### config.mk
export PLATFORM = sky130hd
export DESIGN_NAME = intensity_scaler
export DESIGN_NICKNAME = d
export VERILOG_FILES = /design/src/hdl/mod_pkg.sv /design/src/hdl/intensity_scaler.sv
export SDC_FILE = /design/constraint.sdc
export NUM_CORES = 1
export LEC_CHECK = 0
export BUFFER_PORTS_ARGS = -buffer_cell sky130_fd_sc_hd__clkbuf_2
export CORE_MARGIN = 2
export CORE_UTILIZATION = 50
export CTS_CLUSTER_SIZE = 25
export DETAILED_ROUTE_END_ITERATION = 6
export HOLD_SLACK_MARGIN = 0.12
export PLACE_DENSITY = 0.72
export SLEW_MARGIN = 25
export SYNTH_ARGS = -nofsm -noshare
export SYNTH_HDL_FRONTEND = slang
export SYNTH_SLANG_ARGS = --single-unit
### constraint.sdc
create_clock -name CPU_CKIO -period 6.1 [get_ports CPU_CKIO]
set_input_delay 0.305 -clock CPU_CKIO [delete_from_list [all_inputs] [get_ports CPU_CKIO]]
set_output_delay 0.305 -clock CPU_CKIO [all_outputs]
set_load 0.05 [all_outputs]
### src/hdl/mod_pkg.sv
package mod_pkg;

  localparam int SAMPLE_WIDTH = 8;
  localparam int MOD_DEPTH = 512;
  localparam int MOD_ADDR_WIDTH = 9;
  localparam int MOD_WORD_ADDR_WIDTH = 8;
  localparam int DUTY_WORDS = 128;
  localparam int DUTY_WORD_ADDR_WIDTH = 7;
  localparam int FREQ_DIV_WIDTH = 16;
  localparam int CARRIER_PERIOD = 256;
  localparam int CARRIER_WIDTH = 8;
  localparam logic [CARRIER_WIDTH-1:0] CARRIER_LAST = CARRIER_WIDTH'(CARRIER_PERIOD - 1);

  typedef struct packed {
    logic                      enable;
    logic [MOD_ADDR_WIDTH-1:0] cycle;
    logic [FREQ_DIV_WIDTH-1:0] freq_div;
    logic [SAMPLE_WIDTH-1:0]   intensity;
  } mod_settings_t;

  typedef struct packed {
    logic                    valid;
    logic [SAMPLE_WIDTH-1:0] value;
  } sample_t;

  typedef enum logic {IDLE, RUN} sampler_state_t;

endpackage

### src/hdl/intensity_scaler.sv
`timescale 1ns/1ps
module intensity_scaler (
  input logic CPU_CKIO,
  input logic rst_n,
  input mod_pkg::mod_settings_t settings,
  input mod_pkg::sample_t sample_in,
  output mod_pkg::sample_t sample_out
);

  logic [2*mod_pkg::SAMPLE_WIDTH-1:0] product;

  assign product = sample_in.value * settings.intensity;

  always_ff @(posedge CPU_CKIO) begin
    if (!rst_n) begin
      sample_out.valid <= 1'b0;
    end else begin
      sample_out.valid <= sample_in.valid;
    end
  end

  // keep the upper byte, 255 x 255 lands on 254
  always_ff @(posedge CPU_CKIO) begin
    if (sample_in.valid) begin
      sample_out.value <= product[2*mod_pkg::SAMPLE_WIDTH-1:mod_pkg::SAMPLE_WIDTH];
    end
  end

endmodule

==> results.ini <==
[run_status]
status=finished clean

[synth]
synth_top_cell_by_area=fa_1
synth-main-ff-cell=edfxtp_1
ys_seq_area_frac=0.115
synth_area_um2=2250
avgSynthCellArea_um2=9.80
synth_edf_count=8
ys_seq_elements=9
synth_fp_nets=343
async_flop_share=0
yosysMostFrequentCell=and2_1
synth.area.top_cells=fa_1, ha_1, and2_1, edfxtp_1, inv_1
synth-warning-count=0
synth_top_area_frac=0.311
yosysUniqueCellTypes=31
postSynthCellCount=230
synth_commonest_cells=and2_1, inv_1, fa_1, ha_1, nand2_1

[cells_and_area]
regArea_um2=260
insertedDiodeCount=0
fillers=395
reg_top3=sample_out x9
regMostFlops=sample_out
syn_to_final_growth_pct=10.9
fin_nets=375
multiInputGateArea_um2=1860
drive_gt1_frac=0.157
largest_reg_flops=9

[sta]
tightest_slew_ps=367
fmax_mhz=239
min_period_over_period=0.687
maxSlewViolCount=0
rsz0062_at_grt=false
finalSetupTns_ps=0
hold_viol_final=0
finalSetupViolCount=0
fin_ws_ps=1910
period_needed_ps=4190
relSlewSlack=0.752

[floorplan]
die_y_um=71.1
dieArea_um2=5060
io_pins=54
die_w_um=71.1
initial_utilization=0.518
placeableCoreArea_um2=4350
row_count=24

[clock_network]
cts_tree=yes
hold_buffers=0
cts_buffers=3
cts_resized=0
cts_root_buf=clkbuf_8
htreeDepth=1
cts_buffer_depth=2
clk_pin_slew_ps=40
cts_sinks=9
cts_setup_buffers=0

[drt]
route.vias.total=1650
drc_errors=0
drt-met1-wl_um=1720
wl_per_cell_um=13.2
route.met2.wl_um=2250
detail_route.first_pass.iterations=4
highest_layer=met4
via_per_inst=5.27
routed_wl_um=4130
dr_wl_met3_um=152
drtAntennaViolNets=0
drt_iter0_drc=53

[pwr]
clkPwrFrac=0.084
total_power_mw=0.802
power_switching_mw=0.406
internal_power_mw=0.396
p_seq_frac=0.150
power_density_nw_per_um2=321
p_comb_frac=0.766
power.leakage_nw=1.30
swShare=0.506
peakVddDrop_mv=0.214

[worst_setup_path]
cp_data_required_time_ps=6080
path_class=in2reg
start_kind=input pin
crit_arrival_ps=4170
cp-end-kind=register
cp_max_fo=8

[flow_run]
max-cap-violations=0

[placed_design]
io_buffers=27
pre_cts_ws_ps=1660
gp_congestion=0.862
dp_hpwl_um=3630

[global_routing]
track_usage=0.180
grt_pass1_vias=1657
antenna_found_initial=0
grt_pass1_wl_um=7310
grt_remaining_overflow=0
grt_start_max_net_pins=10

[min_path]
min_path_type=in2reg

[per-stage QoR]
stage               utilization  hold slack, ps  instance area (µm²)  instances
finish                    0.574             280                 2500        313
global route              0.574             284                 2500        313
CTS                       0.574             280                 2500        313
detailed placement        0.564             518                 2450        309
global placement          0.564             510                 2450        309
floorplan                     -             417                 2250        230
[kinds of logic after synthesis]
| kind of cell | synth area share |
|---|---|
| buffers and inverters | 0.0600 |
| xor gates and xnor gates | 0.0272 |
| muxes | 0.00444 |
| and+or+nand+nor | 0.213 |
| DFF | 0.115 |
| AOI/OAI and AO/OA | 0.0855 |
| adders and majority gates | 0.494 |
[final timing paths]
path,cells past startpoint,start,slack (ps),endpoint
min,2,rst_n,280,sample_out[8]$_SDFF_PN0_
max,14,settings[4],1910,sample_out[5]$_DFFE_PP_
[final cells by class]
type / count / area share
Multi-Input combinational cell: 185 / 0.744
Sequential cell: 9 / 0.104
Timing Repair Buffer: 27 / 0.0541
Inverter: 36 / 0.0541
Tap cell: 52 / 0.0260
Clock buffer: 4 / 0.0180
[power groups by stage]
| stage | logic, mW | clock network [mW] | registers, mW |
|---|---|---|---|
| final | 0.614 | 0.0676 | 0.120 |
| after global routing | 0.688 | 0.0735 | 0.122 |
| after CTS | 0.622 | 0.0697 | 0.121 |
| after detailed placement | 0.619 | 0 | 0.122 |
| after global placement | 0.606 | 0 | 0.121 |
| after floorplan | 0.404 | 0 | 0.211 |
[cells in the final DEF, fill, tap and decap left out, drive strengths merged, types with 2 or more instances in the layout]
master / netlist / routed
o21a: 2 / 2
ha: 33 / 33
xnor2: 4 / 4
nor3: 4 / 4
o21bai: 2 / 2
fa: 35 / 35
inv: 36 / 36
nor2: 4 / 4
edfxtp: 8 / 8
a211oi: 2 / 2
clkbuf: 0 / 31
a21o: 3 / 3
and3: 2 / 2
nand2: 18 / 18
and2: 50 / 50
xor2: 3 / 3
o21ai: 6 / 6
a21oi: 7 / 7
[metal layers]
| layer | GRT usage | up-vias |
|---|---|---|
| met5 | 0 | - |
| met4 | 0.0189 | 0 |
| met3 | 0.0256 | 2 |
| met2 | 0.325 | 31 |
| met1 | 0.238 | 808 |
| li1 | - | 809 |
[critical path: stages]
cell,delay (ps)
clkbuf_2,150
and2_1,200
fa_1,470
fa_1,560
inv_1,50
fa_1,470
inv_1,50
fa_1,470
ha_1,350
a21o_1,180
a21o_1,210
a221oi_4,360
mux2i_1,260
xnor2_1,90
Note: power is estimated with default switching activity, not from simulation.
