<file path="src/hdl/mod_pkg.sv">
package mod_pkg;

  localparam int SAMPLE_WIDTH = 8;
  localparam int MOD_DEPTH = 512;
  localparam int MOD_ADDR_WIDTH = 9;
  localparam int MOD_WORD_ADDR_WIDTH = 8;
  localparam int DUTY_WORDS = 128;
  localparam int DUTY_WORD_ADDR_WIDTH = 7;
  localparam int FREQ_DIV_WIDTH = 16;
  localparam int CARRIER_PERIOD = 256;
  localparam int CARRIER_WIDTH = 8;
  localparam logic [CARRIER_WIDTH-1:0] CARRIER_LAST = CARRIER_WIDTH'(CARRIER_PERIOD - 1);

  typedef struct packed {
    logic                      enable;
    logic [MOD_ADDR_WIDTH-1:0] cycle;
    logic [FREQ_DIV_WIDTH-1:0] freq_div;
    logic [SAMPLE_WIDTH-1:0]   intensity;
  } mod_settings_t;

  typedef struct packed {
    logic                    valid;
    logic [SAMPLE_WIDTH-1:0] value;
  } sample_t;

  typedef enum logic {IDLE, RUN} sampler_state_t;

endpackage

</file>
<file path="src/hdl/pwm_generator.sv">
`timescale 1ns/1ps
module pwm_generator (
  input logic CPU_CKIO,
  input logic rst_n,
  input mod_pkg::sample_t width,
  output logic period_start,
  output logic sync,
  output logic pwm_out
);

  logic [mod_pkg::CARRIER_WIDTH-1:0] cnt;
  logic [mod_pkg::SAMPLE_WIDTH-1:0] pending_width;
  logic [mod_pkg::SAMPLE_WIDTH-1:0] latched_width;

  assign period_start = cnt == mod_pkg::CARRIER_LAST;
  assign sync = period_start;

  always_ff @(posedge CPU_CKIO) begin
    if (!rst_n) begin
      cnt <= '0;
      pending_width <= '0;
      latched_width <= '0;
    end else begin
      cnt <= period_start ? '0 : cnt + 1'b1;
      if (width.valid) pending_width <= width.value;
      // a width arriving right on the boundary still wins
      if (period_start) begin
        latched_width <= width.valid ? width.value : pending_width;
      end
    end
  end

  // high for the first latched_width cycles of the period
  assign pwm_out = cnt < latched_width;

endmodule

</file>
<file path="config.mk">
export PLATFORM = sky130hd
export DESIGN_NAME = pwm_generator
export DESIGN_NICKNAME = d
export VERILOG_FILES = /design/src/hdl/mod_pkg.sv /design/src/hdl/pwm_generator.sv
export SDC_FILE = /design/constraint.sdc
export NUM_CORES = 1
export LEC_CHECK = 0
export ABC_AREA = 1
export BUFFER_PORTS_ARGS = -buffer_cell sky130_fd_sc_hd__buf_2
export CAP_MARGIN = 20
export CORE_UTILIZATION = 32
export CTS_CLUSTER_DIAMETER = 40
export DETAILED_ROUTE_END_ITERATION = 16
export GPL_ROUTABILITY_DRIVEN = 0
export PLACE_DENSITY = 0.52
export SETUP_SLACK_MARGIN = 0.4
export SYNTH_ARGS = -nofsm -noshare
export SYNTH_HDL_FRONTEND = slang
export SYNTH_SLANG_ARGS = --single-unit
</file>
<file path="constraint.sdc">
create_clock -name CPU_CKIO -period 1.7 [get_ports CPU_CKIO]
set_input_delay 0 -clock CPU_CKIO [delete_from_list [all_inputs] [get_ports CPU_CKIO]]
set_output_delay 0 -clock CPU_CKIO [all_outputs]
set_load 0.005 [all_outputs]
</file>
==> impl_metrics.tcl, run 1 <==
set metrics [dict create \
    coreArea_um2 3390 \
    status "finished, final reports clean" \
    clk_latency_ps 320 \
    finalNetCount 195 \
    yosysWarnings 0 \
    async_reset_ff_share_pct 0 \
    hold_viol_final 0 \
    cp_slowest_cell "dfxtp_2" \
    drt_iter0_drc 33 \
    reg2reg_from "cnt[1]" \
    required_ps 1700 \
    cts.sinks 24 \
    p_sw_share_pct 22.81 \
    diodes 0 \
    drc 0 \
    synth_seq_cells 24 \
    dp_hpwl_um 1471 \
    syn-num-nets 165 \
    area_growth_pct 46.67 \
    worstPathCellList "ha_4, a21oi_1, o21ai_2, a21oi_2, buf_2" \
    dpl_cell_area_um2 1236 \
    final_cell_mix "nand2_1 (36), inv_1 (20), dfxtp_1 (14)" \
    power_frac_comb_pct 11.9 \
    rows 21 \
    fin_worst_skew_ps 3.348 \
    wl_um 2424 \
    min_path_type "primary input to flip-flop" \
    max_freq_ghz 0.7091 \
    dr.pass1.iters 4 \
    clk_path_buf_depth 2 \
    slew_headroom_pct 73.23 \
    cp-startpoint "cnt[7]" \
    grt_start_max_net_pins 15 \
    cap_violations 0 \
    vdd_drop_max_mv 0.6437 \
    port-buffer-count 13 \
    p_clk_share_pct 36.7 \
    final_layout_size_suffix_gt1_share_pct 44.57 \
    start_util_pct 33.78 \
    avgViaCountPerCell 4.330 \
    internal_power_mw 0.8836 \
    cp.arrival_ps 1410 \
    layout.cells.most_common "nand2_1" \
    r2r_cells 8 \
    fin_area_um2 1679 \
    synthCells 146 \
    ys_types 23 \
    worstMarginPinSlew_ps 401.5 \
    yosys_most_used_dff "dfxtp_1" \
    htreeDepth 1 \
    grt_pass1_wl_um 3774 \
    grtUsageMet1_pct 17.06 \
    top_usage_layer "met2" \
    slew_violations 0 \
    seq_area_frac_synth_pct 41.97 \
    total_leakage_power_nw 0.7937 \
    antenna_found_initial 0 \
    vias 957 \
    p_sw_mw 0.2611 \
    ios 14 \
    grt_use_total_pct 13.69 \
    die_area_um2 3821 \
    root_buffer "clkbuf_4" \
    die_h_um 61.82 \
    critical_path_class "flip-flop to primary output" \
    rsz0062_at_grt "true" \
    crit_path_end_kind "primary output" \
    p_seq_share_pct 51.4 \
    tns_ps 0 \
    synth.cell_area_um2 1145 \
    final-setup-viol-count 0 \
    hold_depth 4 \
    hold_start "width[0]" \
    wire_per_inst_um 10.97 \
    critPathMaxFanout 4 \
    numCtsBuffers 3 \
    start_kind "flip-flop" \
    post-route-period-util_pct 82.95 \
    grtUsageMet3_pct 3.727 \
    grt_overflow 0 \
    cpPeakStageDelay_ps 400 \
    cts_tree "yes" \
    grt_pass1_vias 871 \
    period_needed_ps 1410 \
    die_w_um 61.82 \
    grt_use_met2_pct 22.58 \
    antenna_left 0 \
    synth-edff-count 0 \
    pwr_density_cell_nw_per_um2 681.7 \
    clk_pin_slew_ps 140 \
    syn_area_per_cell_um2 7.841 \
]
-- final timing paths --
path | to | slack, ps
worst max-delay path | pwm_out | 290
worst min-delay path | pending_width[0] | 40
worst max register to register | latched_width[2] | 360
worst min register to register | cnt[0] | 460
-- sequential cells by signal (all words and copies together) (netlist names) --
signal and count:
cnt 8, pending_width 8, latched_width 8
-- logic make-up after synthesis --
logic type / after synthesis / synth area share (%)
AOI/OAI and AO/OA: 16 / 10.60
xor gates and xnor gates: 3 / 2.296
adders and majority gates: 8 / 8.744
buffers and inverters: 32 / 11.91
DFF: 24 / 41.97
and+or+nand+nor: 63 / 24.48
-- layout make-up --
| type | count | area (um^2) |
|---|---|---|
| fill | 314 | 1710 |
| clock inverter | 1 | 30.03 |
| inverter | 28 | 107.6 |
| sequential | 24 | 503.0 |
| clock buffer | 3 | 22.52 |
| multi-input combinational | 91 | 708.2 |
| tap | 46 | 57.56 |
| timing repair buffer | 28 | 250.2 |
-- power groups by stage --
stage	logic [mW]	clock network, mW	registers (mW)
3_3_place_gp	0.0863	0	0.600
6_report	0.136	0.420	0.589
2_1_floorplan	0.0644	0	0.598
5_1_grt	0.154	0.459	0.591
3_5_place_dp	0.0880	0	0.600
4_1_cts	0.123	0.436	0.589
-- synthesized netlist by cell type (2+ instances only) --
master / instances / share of area, %
inv_1: 26 / 8.5
a22oi_1: 3 / 2.0
a22oi_2: 4 / 4.4
nor2_1: 10 / 3.3
buf_4: 2 / 1.3
ha_1: 8 / 8.7
a21oi_1: 6 / 2.6
xor2_1: 2 / 1.5
inv_2: 2 / 0.66
dfxtp_1: 24 / 42
nand2_4: 2 / 2.0
or2_2: 3 / 1.6
nand3_1: 6 / 2.6
nand2_1: 38 / 12
o21ai_0: 2 / 0.87
-- metrics by stage --
stage	power [mW]	hold WS, ps	worst slack [ps]	cells	util [%]
floorplan	0.6624	169.9	501.2	146	-
CTS	1.148	30.65	258.0	217	45.48
global placement	0.6858	310.3	441.6	201	36.47
finish	1.145	41.71	289.9	221	49.54
detailed placement	0.6882	314.9	379.5	201	36.47
global route	1.205	54.33	198.5	221	49.54
-- critical path: cells and delay by family (launching register included) --
kind            cells  cell delay (ps)
compound gates      3              360
fa+ha+maj           1              220
buf+inv             1              120
flops               1              400
-- metal layers --
layer / wire length, um / share of wire [%] / vias to the layer above
li1: - / - / 510
met1: 1134 / 47 / 427
met2: 1201 / 50 / 18
met3: 75 / 3.1 / 2
met4: 13 / 0.54 / 0
met5: 0 / 0 / -
-- what timing repair did --
item                                   CTS  global route
hold buffers                             7             0
setup buffers                            4             3
endpoints found under the hold margin    7             0
resized for setup                       28            23
gates cloned                             1             1
setup endpoints to repair                6            17
pin swaps                               10             7
No activity file was read; power rests on OpenSTA's default activity.
==> run 2: changes to the inputs <==
--- a/config.mk
+++ b/config.mk
@@ -12,7 +12,7 @@
 export CTS_CLUSTER_DIAMETER = 40
 export DETAILED_ROUTE_END_ITERATION = 16
 export GPL_ROUTABILITY_DRIVEN = 0
-export PLACE_DENSITY = 0.52
+export PLACE_DENSITY = 0.54
 export SETUP_SLACK_MARGIN = 0.4
 export SYNTH_ARGS = -nofsm -noshare
 export SYNTH_HDL_FRONTEND = slang
==> constraint.sdc (replaced) <==
create_clock -name CPU_CKIO -period 1.2 [get_ports CPU_CKIO]
set_input_delay 0 -clock CPU_CKIO [delete_from_list [all_inputs] [get_ports CPU_CKIO]]
set_output_delay 0 -clock CPU_CKIO [all_outputs]
set_load 0.005 [all_outputs]
==> run 2 against run 1 <==
Net effect: the flow now finishes with violations (setup timing); utilization shrank 0.30 points; cell count grew 0.45%; worst hold slack lost 19 ps; total power grew 18%; critical path depth grew 2; worst setup slack lost 460 ps; register-to-register slack lost 460 ps; critical path type unchanged.
==> impl_metrics.tcl, run 2 (synthesis gave the netlist of run 1 again) <==
set metrics [dict create \
    status "finished with violations" \
    violations "setup timing" \
    final_cell_mix "nand2_1 (34), inv_1 (18), dfxtp_1 (13)" \
    required_ps 1200 \
    dpl_cell_area_um2 1305 \
    finalNetCount 197 \
    root_buffer "clkbuf_4" \
    grt_pass1_wl_um 3953 \
    grt_use_total_pct 13.95 \
    area_growth_pct 45.79 \
    grt_overflow 0 \
    grt_start_max_net_pins 13 \
    dr.pass1.iters 3 \
    ios 14 \
    critPathMaxFanout 3 \
    critical_path_class "flip-flop to primary output" \
    worstPathCellList "ha_4, nand2_2, nand2_2, nand2_2, nand2_2, a21oi_2, buf_2" \
    numCtsBuffers 3 \
    post-route-period-util_pct 114.3 \
    dp.cells 205 \
    cpPeakStageDelay_ps 380 \
    cts_tree "yes" \
    start_kind "flip-flop" \
    coreArea_um2 3390 \
    hold_start "width[4]" \
    max_freq_ghz 0.7293 \
    port-buffer-count 13 \
    worstMarginPinSlew_ps 403.1 \
    vdd_drop_max_mv 0.5415 \
    slew_violations 0 \
    final_cells 222 \
    hold_viol_final 0 \
    crit_path_end_kind "primary output" \
    min_path_type "primary input to flip-flop" \
    fin_util_pct 49.24 \
    final_layout_size_suffix_gt1_share_pct 51.70 \
    slew_headroom_pct 73.13 \
    cp.arrival_ps 1370 \
    wire_per_inst_um 10.19 \
    start_util_pct 33.78 \
    rows 21 \
    cpMostUsedCell "nand2_2" \
    diodes 0 \
    antenna_left 0 \
    cp_slowest_cell "dfxtp_4" \
    grt_pass1_vias 939 \
    crit_family "flip-flops" \
    drc 0 \
    dp_hpwl_um 1585 \
    power.total_mw 1.354 \
    die_w_um 61.82 \
    htreeDepth 1 \
    crit_buf_inv 1 \
    cap_violations 0 \
    pre_cts_slack_ps 2.769 \
    clk_latency_ps 300 \
    fin_worst_skew_ps 2.409 \
    wl_um 2263 \
    cts.sinks 24 \
    period_needed_ps 1371 \
    fin_ws_ps -171.2 \
    reg_top3 "cnt: 8 flops, latched_width: 8 flops, pending_width: 8 flops" \
    clk_pin_slew_ps 120 \
    reg2reg_from "cnt[1]" \
    die_h_um 61.82 \
    final-setup-viol-count 12 \
    antenna_found_initial 0 \
    avgViaCountPerCell 4.288 \
    vias 952 \
    rsz0062_at_grt "true" \
    clk_path_buf_depth 2 \
    total_leakage_power_nw 0.7918 \
    fin_area_um2 1669 \
    cp-startpoint "cnt[1]" \
    layout.cells.most_common "nand2_1" \
    die_area_um2 3821 \
    pwr_density_cell_nw_per_um2 811.2 \
    drt_iter0_drc 4 \
]
## run 2: cell count changes in the layout (fill, tap and decap cells not counted), moves of 3 or more
cell,delta
buf_6,+9
nand3_2,+3
dlygate4sd3_1,-6
nand3_1,-3
dfxtp_2,+3
## run 2: power breakdown
part	internal [mW]	switching, mW	leakage [nW]	total [mW]
registers	0.820	0.0154	0.201	0.836
logic	0.0897	0.0983	0.577	0.188
clock network	0.117	0.213	0.0138	0.330
total	1.03	0.327	0.792	1.35
## run 2: what timing repair did
action	in CTS	in global routing
buffers inserted	8	4
setup endpoints to repair	21	21
hold endpoints to repair	1	0
gates resized for setup	36	21
gates cloned	1	0
hold buffers	1	0
pin swaps	21	7
## run 2: layout make-up
cell class / instances / area [um^2]
multi-input cells: 91 / 725.7
inverters: 28 / 110.1
clock buffers: 3 / 22.52
well taps: 46 / 57.56
flip-flops and latches: 24 / 499.2
fillers: 315 / 1720
repair buffers: 30 / 254.0
## run 2: path summary, 6_finish.rpt
path                                          to  slack, ps  depth (start not counted)
worst min register to register  latched_width[0]        510                          2
worst max-delay path                     pwm_out       -170                          7
worst min-delay path            pending_width[4]         20                          5
worst max register to register  latched_width[5]       -100                          7
## run 2: tightest hold or removal path: stages
cell and delay (ps):
buf_2 80, nand2_1 40, nand2_1 60, nand2_1 70, inv_1 50
## run 2: per-layer routing
| layer | up-vias | wire, um | global-route usage, % |
|---|---|---|---|
| met5 | - | 0 | 0 |
| met4 | 0 | 16 | 3.810 |
| met3 | 2 | 41 | 1.863 |
| met2 | 10 | 1126 | 25.04 |
| met1 | 426 | 1079 | 17.47 |
| li1 | 514 | - | - |
## run 2: through the flow
stage / TNS (ps) / hold WS (ps)
2_1_floorplan: 0 / 159.0
3_3_place_gp: 0 / 310.3
3_5_place_dp: 0 / 312.5
4_1_cts: -889.8 / 17.23
5_1_grt: -2103 / 53.33
6_report: -1025 / 22.40
