## src/hdl/bus_pkg.sv

```systemverilog
package bus_pkg;

  localparam int BUS_ADDR_WIDTH = 14;
  localparam int BUS_DATA_WIDTH = 16;
  localparam int BUS_SELECT_WIDTH = 2;

  // upper two bits of the cpu word address pick the target
  typedef enum logic [BUS_SELECT_WIDTH-1:0] {
    SELECT_CONTROLLER = 2'b00,
    SELECT_MOD        = 2'b01,
    SELECT_DUTY_TABLE = 2'b10
  } bram_select_t;

  // controller register map, word addresses
  typedef enum logic [BUS_ADDR_WIDTH-1:0] {
    ADDR_CTL_FLAG     = 14'h0000,
    ADDR_MOD_CYCLE    = 14'h0001,
    ADDR_MOD_FREQ_DIV = 14'h0002,
    ADDR_INTENSITY    = 14'h0003
  } reg_addr_t;

  // bit positions inside ADDR_CTL_FLAG
  localparam int CTL_FLAG_MOD_EN_BIT = 0;

  // freq_div comes out of reset at one period per sample
  localparam logic [BUS_DATA_WIDTH-1:0] FREQ_DIV_RESET = 16'd1;

endpackage

```

## src/hdl/mod_pkg.sv

```systemverilog
package mod_pkg;

  localparam int SAMPLE_WIDTH = 8;
  localparam int MOD_DEPTH = 512;
  localparam int MOD_ADDR_WIDTH = 9;
  localparam int MOD_WORD_ADDR_WIDTH = 8;
  localparam int DUTY_WORDS = 128;
  localparam int DUTY_WORD_ADDR_WIDTH = 7;
  localparam int FREQ_DIV_WIDTH = 16;
  localparam int CARRIER_PERIOD = 256;
  localparam int CARRIER_WIDTH = 8;
  localparam logic [CARRIER_WIDTH-1:0] CARRIER_LAST = CARRIER_WIDTH'(CARRIER_PERIOD - 1);

  typedef struct packed {
    logic                      enable;
    logic [MOD_ADDR_WIDTH-1:0] cycle;
    logic [FREQ_DIV_WIDTH-1:0] freq_div;
    logic [SAMPLE_WIDTH-1:0]   intensity;
  } mod_settings_t;

  typedef struct packed {
    logic                    valid;
    logic [SAMPLE_WIDTH-1:0] value;
  } sample_t;

  typedef enum logic {IDLE, RUN} sampler_state_t;

endpackage

```

## src/hdl/memory_bus_if.sv

```systemverilog
`timescale 1ns/1ps
interface memory_bus_if (
  input logic CPU_CKIO
);
  logic en;
  logic we;
  bus_pkg::bram_select_t bram_select;
  logic [bus_pkg::BUS_ADDR_WIDTH-1:0] bram_addr;
  logic [bus_pkg::BUS_DATA_WIDTH-1:0] data_in;
  logic [bus_pkg::BUS_DATA_WIDTH-1:0] data_out;

  modport controller(
    input CPU_CKIO, data_out,
    output en, we, bram_select, bram_addr, data_in
  );

  modport target(input CPU_CKIO, en, we, bram_select, bram_addr, data_in, output data_out);
endinterface

```

## src/hdl/controller_regs.sv

```systemverilog
`timescale 1ns/1ps
module controller_regs (
  input logic CPU_CKIO,
  input logic rst_n,
  memory_bus_if.target bus,
  output mod_pkg::mod_settings_t settings
);

  logic wr_en;
  logic rd_en;
  logic ctl_sel;
  bus_pkg::reg_addr_t reg_addr;
  logic [bus_pkg::BUS_DATA_WIDTH-1:0] rd_data;

  assign ctl_sel = bus.bram_select == bus_pkg::SELECT_CONTROLLER;
  assign wr_en = bus.en && bus.we && ctl_sel;
  assign rd_en = bus.en && !bus.we;
  assign reg_addr = bus_pkg::reg_addr_t'(bus.bram_addr);

  always_ff @(posedge CPU_CKIO) begin
    if (!rst_n) begin
      settings.enable <= 1'b0;
      settings.cycle <= '0;
      settings.freq_div <= bus_pkg::FREQ_DIV_RESET;
      settings.intensity <= '0;
    end else if (wr_en) begin
      case (reg_addr)
        bus_pkg::ADDR_CTL_FLAG: begin
          settings.enable <= bus.data_in[bus_pkg::CTL_FLAG_MOD_EN_BIT];
        end
        bus_pkg::ADDR_MOD_CYCLE: begin
          settings.cycle <= bus.data_in[mod_pkg::MOD_ADDR_WIDTH-1:0];
        end
        bus_pkg::ADDR_MOD_FREQ_DIV: begin
          settings.freq_div <= bus.data_in[mod_pkg::FREQ_DIV_WIDTH-1:0];
        end
        bus_pkg::ADDR_INTENSITY: begin
          settings.intensity <= bus.data_in[mod_pkg::SAMPLE_WIDTH-1:0];
        end
        default: begin
        end
      endcase
    end
  end

  // zero-extended view of the addressed register
  always_comb begin
    rd_data = '0;
    case (reg_addr)
      bus_pkg::ADDR_CTL_FLAG: begin
        rd_data[bus_pkg::CTL_FLAG_MOD_EN_BIT] = settings.enable;
      end
      bus_pkg::ADDR_MOD_CYCLE: begin
        rd_data[mod_pkg::MOD_ADDR_WIDTH-1:0] = settings.cycle;
      end
      bus_pkg::ADDR_MOD_FREQ_DIV: begin
        rd_data[mod_pkg::FREQ_DIV_WIDTH-1:0] = settings.freq_div;
      end
      bus_pkg::ADDR_INTENSITY: begin
        rd_data[mod_pkg::SAMPLE_WIDTH-1:0] = settings.intensity;
      end
      default: begin
        rd_data = '0;
      end
    endcase
  end

  // read data shows up one cycle after the read strobe and holds
  always_ff @(posedge CPU_CKIO) begin
    if (!rst_n) begin
      bus.data_out <= '0;
    end else if (rd_en) begin
      // memories behind the other selects are write only
      bus.data_out <= ctl_sel ? rd_data : '0;
    end
  end

endmodule

```

## src/flat_wrapper.sv

```systemverilog
// flat-port wrapper written by rule: the top's interface ports become plain ports
module controller_regs_flat 
  (CPU_CKIO, rst_n, settings, bus_en, bus_we, bus_bram_select, bus_bram_addr, bus_data_in, bus_data_out);
  memory_bus_if bus_i (.CPU_CKIO(CPU_CKIO));
  input logic CPU_CKIO;
  input logic rst_n;
  output mod_pkg::mod_settings_t settings;
  input wire logic [$bits(bus_i.en)-1:0] bus_en;
  input wire logic [$bits(bus_i.we)-1:0] bus_we;
  input wire logic [$bits(bus_i.bram_select)-1:0] bus_bram_select;
  input wire logic [$bits(bus_i.bram_addr)-1:0] bus_bram_addr;
  input wire logic [$bits(bus_i.data_in)-1:0] bus_data_in;
  output wire logic [$bits(bus_i.data_out)-1:0] bus_data_out;
  assign bus_i.en = bus_en;
  assign bus_i.we = bus_we;
  assign bus_i.bram_select = bus_bram_select;
  assign bus_i.bram_addr = bus_bram_addr;
  assign bus_i.data_in = bus_data_in;
  assign bus_data_out = bus_i.data_out;
  controller_regs u_core (.CPU_CKIO(CPU_CKIO), .rst_n(rst_n), .bus(bus_i), .settings(settings));
endmodule
```

## config.mk

```make
export PLATFORM = sky130hd
export DESIGN_NAME = controller_regs_flat
export DESIGN_NICKNAME = d
export VERILOG_FILES = /design/src/hdl/bus_pkg.sv /design/src/hdl/mod_pkg.sv /design/src/hdl/memory_bus_if.sv /design/src/hdl/controller_regs.sv /design/src/flat_wrapper.sv
export SDC_FILE = /design/constraint.sdc
export NUM_CORES = 1
export LEC_CHECK = 0
export BUFFER_PORTS_ARGS = -buffer_cell sky130_fd_sc_hd__buf_2
export CAP_MARGIN = 20
export CORE_MARGIN = 3
export CORE_UTILIZATION = 50
export CTS_BUF_LIST = sky130_fd_sc_hd__clkbuf_8
export CTS_CLUSTER_SIZE = 16
export DETAILED_ROUTE_END_ITERATION = 16
export GPL_TIMING_DRIVEN = 0
export HOLD_SLACK_MARGIN = 0.02
export PLACE_DENSITY_LB_ADDON = 0.2
export SETUP_SLACK_MARGIN = 0.5
export SLEW_MARGIN = 40
export SYNTH_ARGS = -nofsm -noshare
export SYNTH_HDL_FRONTEND = slang
export SYNTH_SLANG_ARGS = --single-unit
```

## constraint.sdc

```tcl
create_clock -name CPU_CKIO -period 1.6 [get_ports CPU_CKIO]
set_input_delay 0.08 -clock CPU_CKIO [delete_from_list [all_inputs] [get_ports CPU_CKIO]]
set_output_delay 0.08 -clock CPU_CKIO [all_outputs]
set_load 0.03 [all_outputs]
```

==> results.json <==
{
  "io_buffers": 84,
  "remaining_drc_errors": 0,
  "multi_input_comb_area_um2": 1130,
  "commonest_cells_in_the_netlist": "sky130_fd_sc_hd__nand2_1, sky130_fd_sc_hd__dfxtp_1, sky130_fd_sc_hd__mux2i_1, sky130_fd_sc_hd__clkbuf_1, sky130_fd_sc_hd__nand3_1",
  "synth_fp_nets": 262,
  "run_status": "finished, final reports clean",
  "power_leakage_nw": 1.27,
  "holdCritStartpoint": "bus_data_in[10]",
  "crit_required_ps": 1840,
  "critical_path.n_buffers_inverters": 2,
  "route.detailed.vias_per_inst": 5.18,
  "timing.final.setup_violations": 0,
  "clock_power_share_pct": 38.0,
  "grt_first_pass_wirelength_mm": 8.98,
  "grt_pass1_vias": 1819,
  "slew_violations": 0,
  "synth.lib_cells_used.distinct": 30,
  "post_synth.cell_area_avg_um2": 9.76,
  "share_seq_of_total_power_pct": 54.5,
  "clock_sink_count": 50,
  "critical-path-slowest-cell": "sky130_fd_sc_hd__nor4_4",
  "place.detailed.instances": 360,
  "floorplan.io_pins": 86,
  "total_power_mw": 2.28,
  "rows": 23,
  "routed-via-count": 1957,
  "worstSkewPairLatency_ps": 300,
  "timing.setup.tns_ps": 0,
  "critical_path_arrival_ps": 1310,
  "synth.top_cell.area_share_pct": 45.4,
  "hp-class": "in -> reg",
  "route.detailed.wl_per_inst_um": 14.8,
  "crit_path_cell_trace": "buf_2, nor4_4, and4_1, buf_6, o2111ai_4, o21ai_1",
  "fmax_mhz": 929,
  "drv_cap": 0,
  "critical_path_origin": "bus_bram_addr[5]",
  "die_area_um2": 5240,
  "place.detailed.hpwl_mm": 3.94,
  "synthesis.instances": 226,
  "final_net_count": 364,
  "antennaDiodeCount": 0,
  "synth-async-reset-ratio_pct": 0,
  "cp_slowest_stage_delay_ps": 330,
  "comb_power_share_pct": 7.5,
  "globalRouteTotalUtil_pct": 22.1,
  "drt_pass1_iterations": 4,
  "maxSlewHeadroom_pct": 62.3,
  "cts_root_buffer": "sky130_fd_sc_hd__clkbuf_8",
  "clock_tree.buffer_depth": 2,
  "ant_nets": 0,
  "critical_path.top_delay_family": "simple AND/OR/NAND/NOR gates",
  "endpoint_kind": "flip-flop",
  "synth_flop_cell": "sky130_fd_sc_hd__dfxtp_1",
  "floorplan_core_area_um2": 4120,
  "cts_inserted_buffers": 5,
  "worstPathMaxFanout": 7,
  "largest_net_degree_at_the_start_of_global_routing": 16,
  "ys_seq_area_share_pct": 45.4,
  "crit-reg2reg-launch": "u_core.settings[8]",
  "layout.area.seq_um2": 1000,
  "pwr_density_cell_nw_per_um2": 770,
  "netSwitchingFraction_pct": 22.3,
  "number_of_antenna_violations_at_the_first_check_in_global_routing": 0,
  "synth-warning-count": 0,
  "setup_repair_after_global_routing_missed_its_margin": "yes",
  "timing_worst_setup_path_type": "in -> reg",
  "final_cell_count_no_fill": 378,
  "power_switching_mw": 0.508,
  "share_of_layout_cells_above_drive_strength_1_pct": 38.7,
  "layout-area-overhead-vs-synth_pct": 34.2,
  "slew_worst_pin_ps": 565,
  "drt_first_iter_violations": 99,
  "fin_crit_ps": 1080,
  "synth-edff-count": 0,
  "fp.dieH_um": 72.4,
  "ctsHtreeMaxLevel": 2,
  "finalWeightedCongestion": 0.756,
  "worst_ir_drop_vdd_mv": 0.557,
  "worst_setup_hold_path_clk_slew_ps": 90,
  "horizontal_extent_of_the_die_um": 72.4,
  "routed_wl_mm": 5.59,
  "synth_area_um2": 2210,
  "timing.final.hold_violations": 0,
  "finalClockSkew_ps": 5.14,
  "tritoncts": "yes",
  "synth_area_leaders": "sky130_fd_sc_hd__dfxtp_1, sky130_fd_sc_hd__mux2i_1, sky130_fd_sc_hd__nand2_1, sky130_fd_sc_hd__mux2_2, sky130_fd_sc_hd__nor4_4",
  "postSynthRegisterBits": 50,
  "yosysTopAreaCell": "sky130_fd_sc_hd__dfxtp_1",
  "layout_worst_path_cycle_share_pct": 67.3,
  "cellInternalPower_mw": 1.77,
  "critPathLaunchType": "input port",
  "global_route.overflow_total": 0,
  "yosysMostFrequentCell": "sky130_fd_sc_hd__nand2_1",
  "start_util_pct": 53.6,
  "nFillCells": 333
}
## tightest hold or removal path, stage by stage
cell                      delay, ps
sky130_fd_sc_hd__buf_2          100
sky130_fd_sc_hd__nand2_1         40
sky130_fd_sc_hd__mux2i_1         60
## registers in the layout (all words and copies together), names as in the netlist
| signal | flops |
|---|---|
| u_core.settings | 34 |
| u_core.bus.data_out | 16 |
## cells in the final DEF, fill, tap and decap left out, types with 2 or more instances in the layout
cell type                       synthesis  routed
sky130_fd_sc_hd__nand3_1                9       9
sky130_fd_sc_hd__buf_2                  2      83
sky130_fd_sc_hd__buf_6                  0       6
sky130_fd_sc_hd__dlygate4sd3_1          0       3
sky130_fd_sc_hd__a21boi_1               1       6
sky130_fd_sc_hd__o21ai_1                7       6
sky130_fd_sc_hd__dfxtp_2                0       3
sky130_fd_sc_hd__nand2b_1               2       2
sky130_fd_sc_hd__a21boi_0               7       2
sky130_fd_sc_hd__a22oi_1                7       7
sky130_fd_sc_hd__clkbuf_8               0       5
sky130_fd_sc_hd__dfxtp_1               50      47
sky130_fd_sc_hd__mux2_2                 7       7
sky130_fd_sc_hd__clkbuf_1              10       9
sky130_fd_sc_hd__buf_4                  2       5
sky130_fd_sc_hd__nor2b_1                5       4
sky130_fd_sc_hd__mux2i_1               33      33
sky130_fd_sc_hd__nand2_1               65      65
sky130_fd_sc_hd__buf_12                 0       3
sky130_fd_sc_hd__nor4_4                 3       3
## logic make-up (layout without fill, tap and decap cells)
logic type | after synthesis | count (layout) | synth area share (%)
compound gates | 26 | 26 | 9.13
simple gates | 93 | 93 | 22.2
buf+inv | 16 | 118 | 3.69
mux | 41 | 41 | 19.6
flops | 50 | 50 | 45.4
## timing repair
item                                   CTS  global route
hold buffers                             3             0
endpoints found under the hold margin    3             0
buffers inserted                         5             3
resized for setup                        2            17
pin swaps                                4            11
setup endpoints to repair               27            46
## metal layers
layer	wire length (µm)	share of wire, %	up-vias	track usage, %
met2	2720	49	64	36.6
met1	2440	44	910	29.5
met3	379	6.8	5	4.85
met4	48	0.86	0	4.92
li1	-	-	978	-
met5	0	0	-	0
## power by group through the flow
stage | Clock (mW) | Sequential (mW) | Combinational (mW)
after floorplan | 0 | 1.27 | 0.0774
after global placement | 0 | 1.27 | 0.158
after detailed placement | 0 | 1.27 | 0.160
after CTS | 0.887 | 1.24 | 0.166
after global routing | 0.935 | 1.24 | 0.187
final | 0.866 | 1.24 | 0.171
## path summary, 6_finish.rpt
kind / endpoint / slack, ps / cells past startpoint
worst max-delay path: u_core.bus.data_out[4] / 520 / 6
worst min-delay path: u_core.settings[18] / 20 / 3
worst max register to register: u_core.bus.data_out[0] / 550 / 3
worst min register to register: u_core.bus.data_out[6] / 450 / 2
## stage by stage
stage	area, µm²	utilization [%]	worst slack, ps	hold slack (ps)
after global placement	2690	65.5	127	329
final	2960	71.9	523	22.5
after detailed placement	2690	65.5	119	334
after CTS	2890	70.2	489	21.0
after global routing	2960	71.9	442	22.5
after floorplan	2210	-	406	222
## area by class of cell
type | count | share of cell area [%]
plain buffers | 15 | 3.09
clock buffers | 5 | 2.32
clock inverters | 2 | 1.31
inverters | 1 | 0.127
multi-input cells | 160 | 38.3
flip-flops and latches | 50 | 33.9
well taps | 50 | 2.11
repair buffers | 95 | 18.9
No activity file was read; power rests on OpenSTA's default activity.
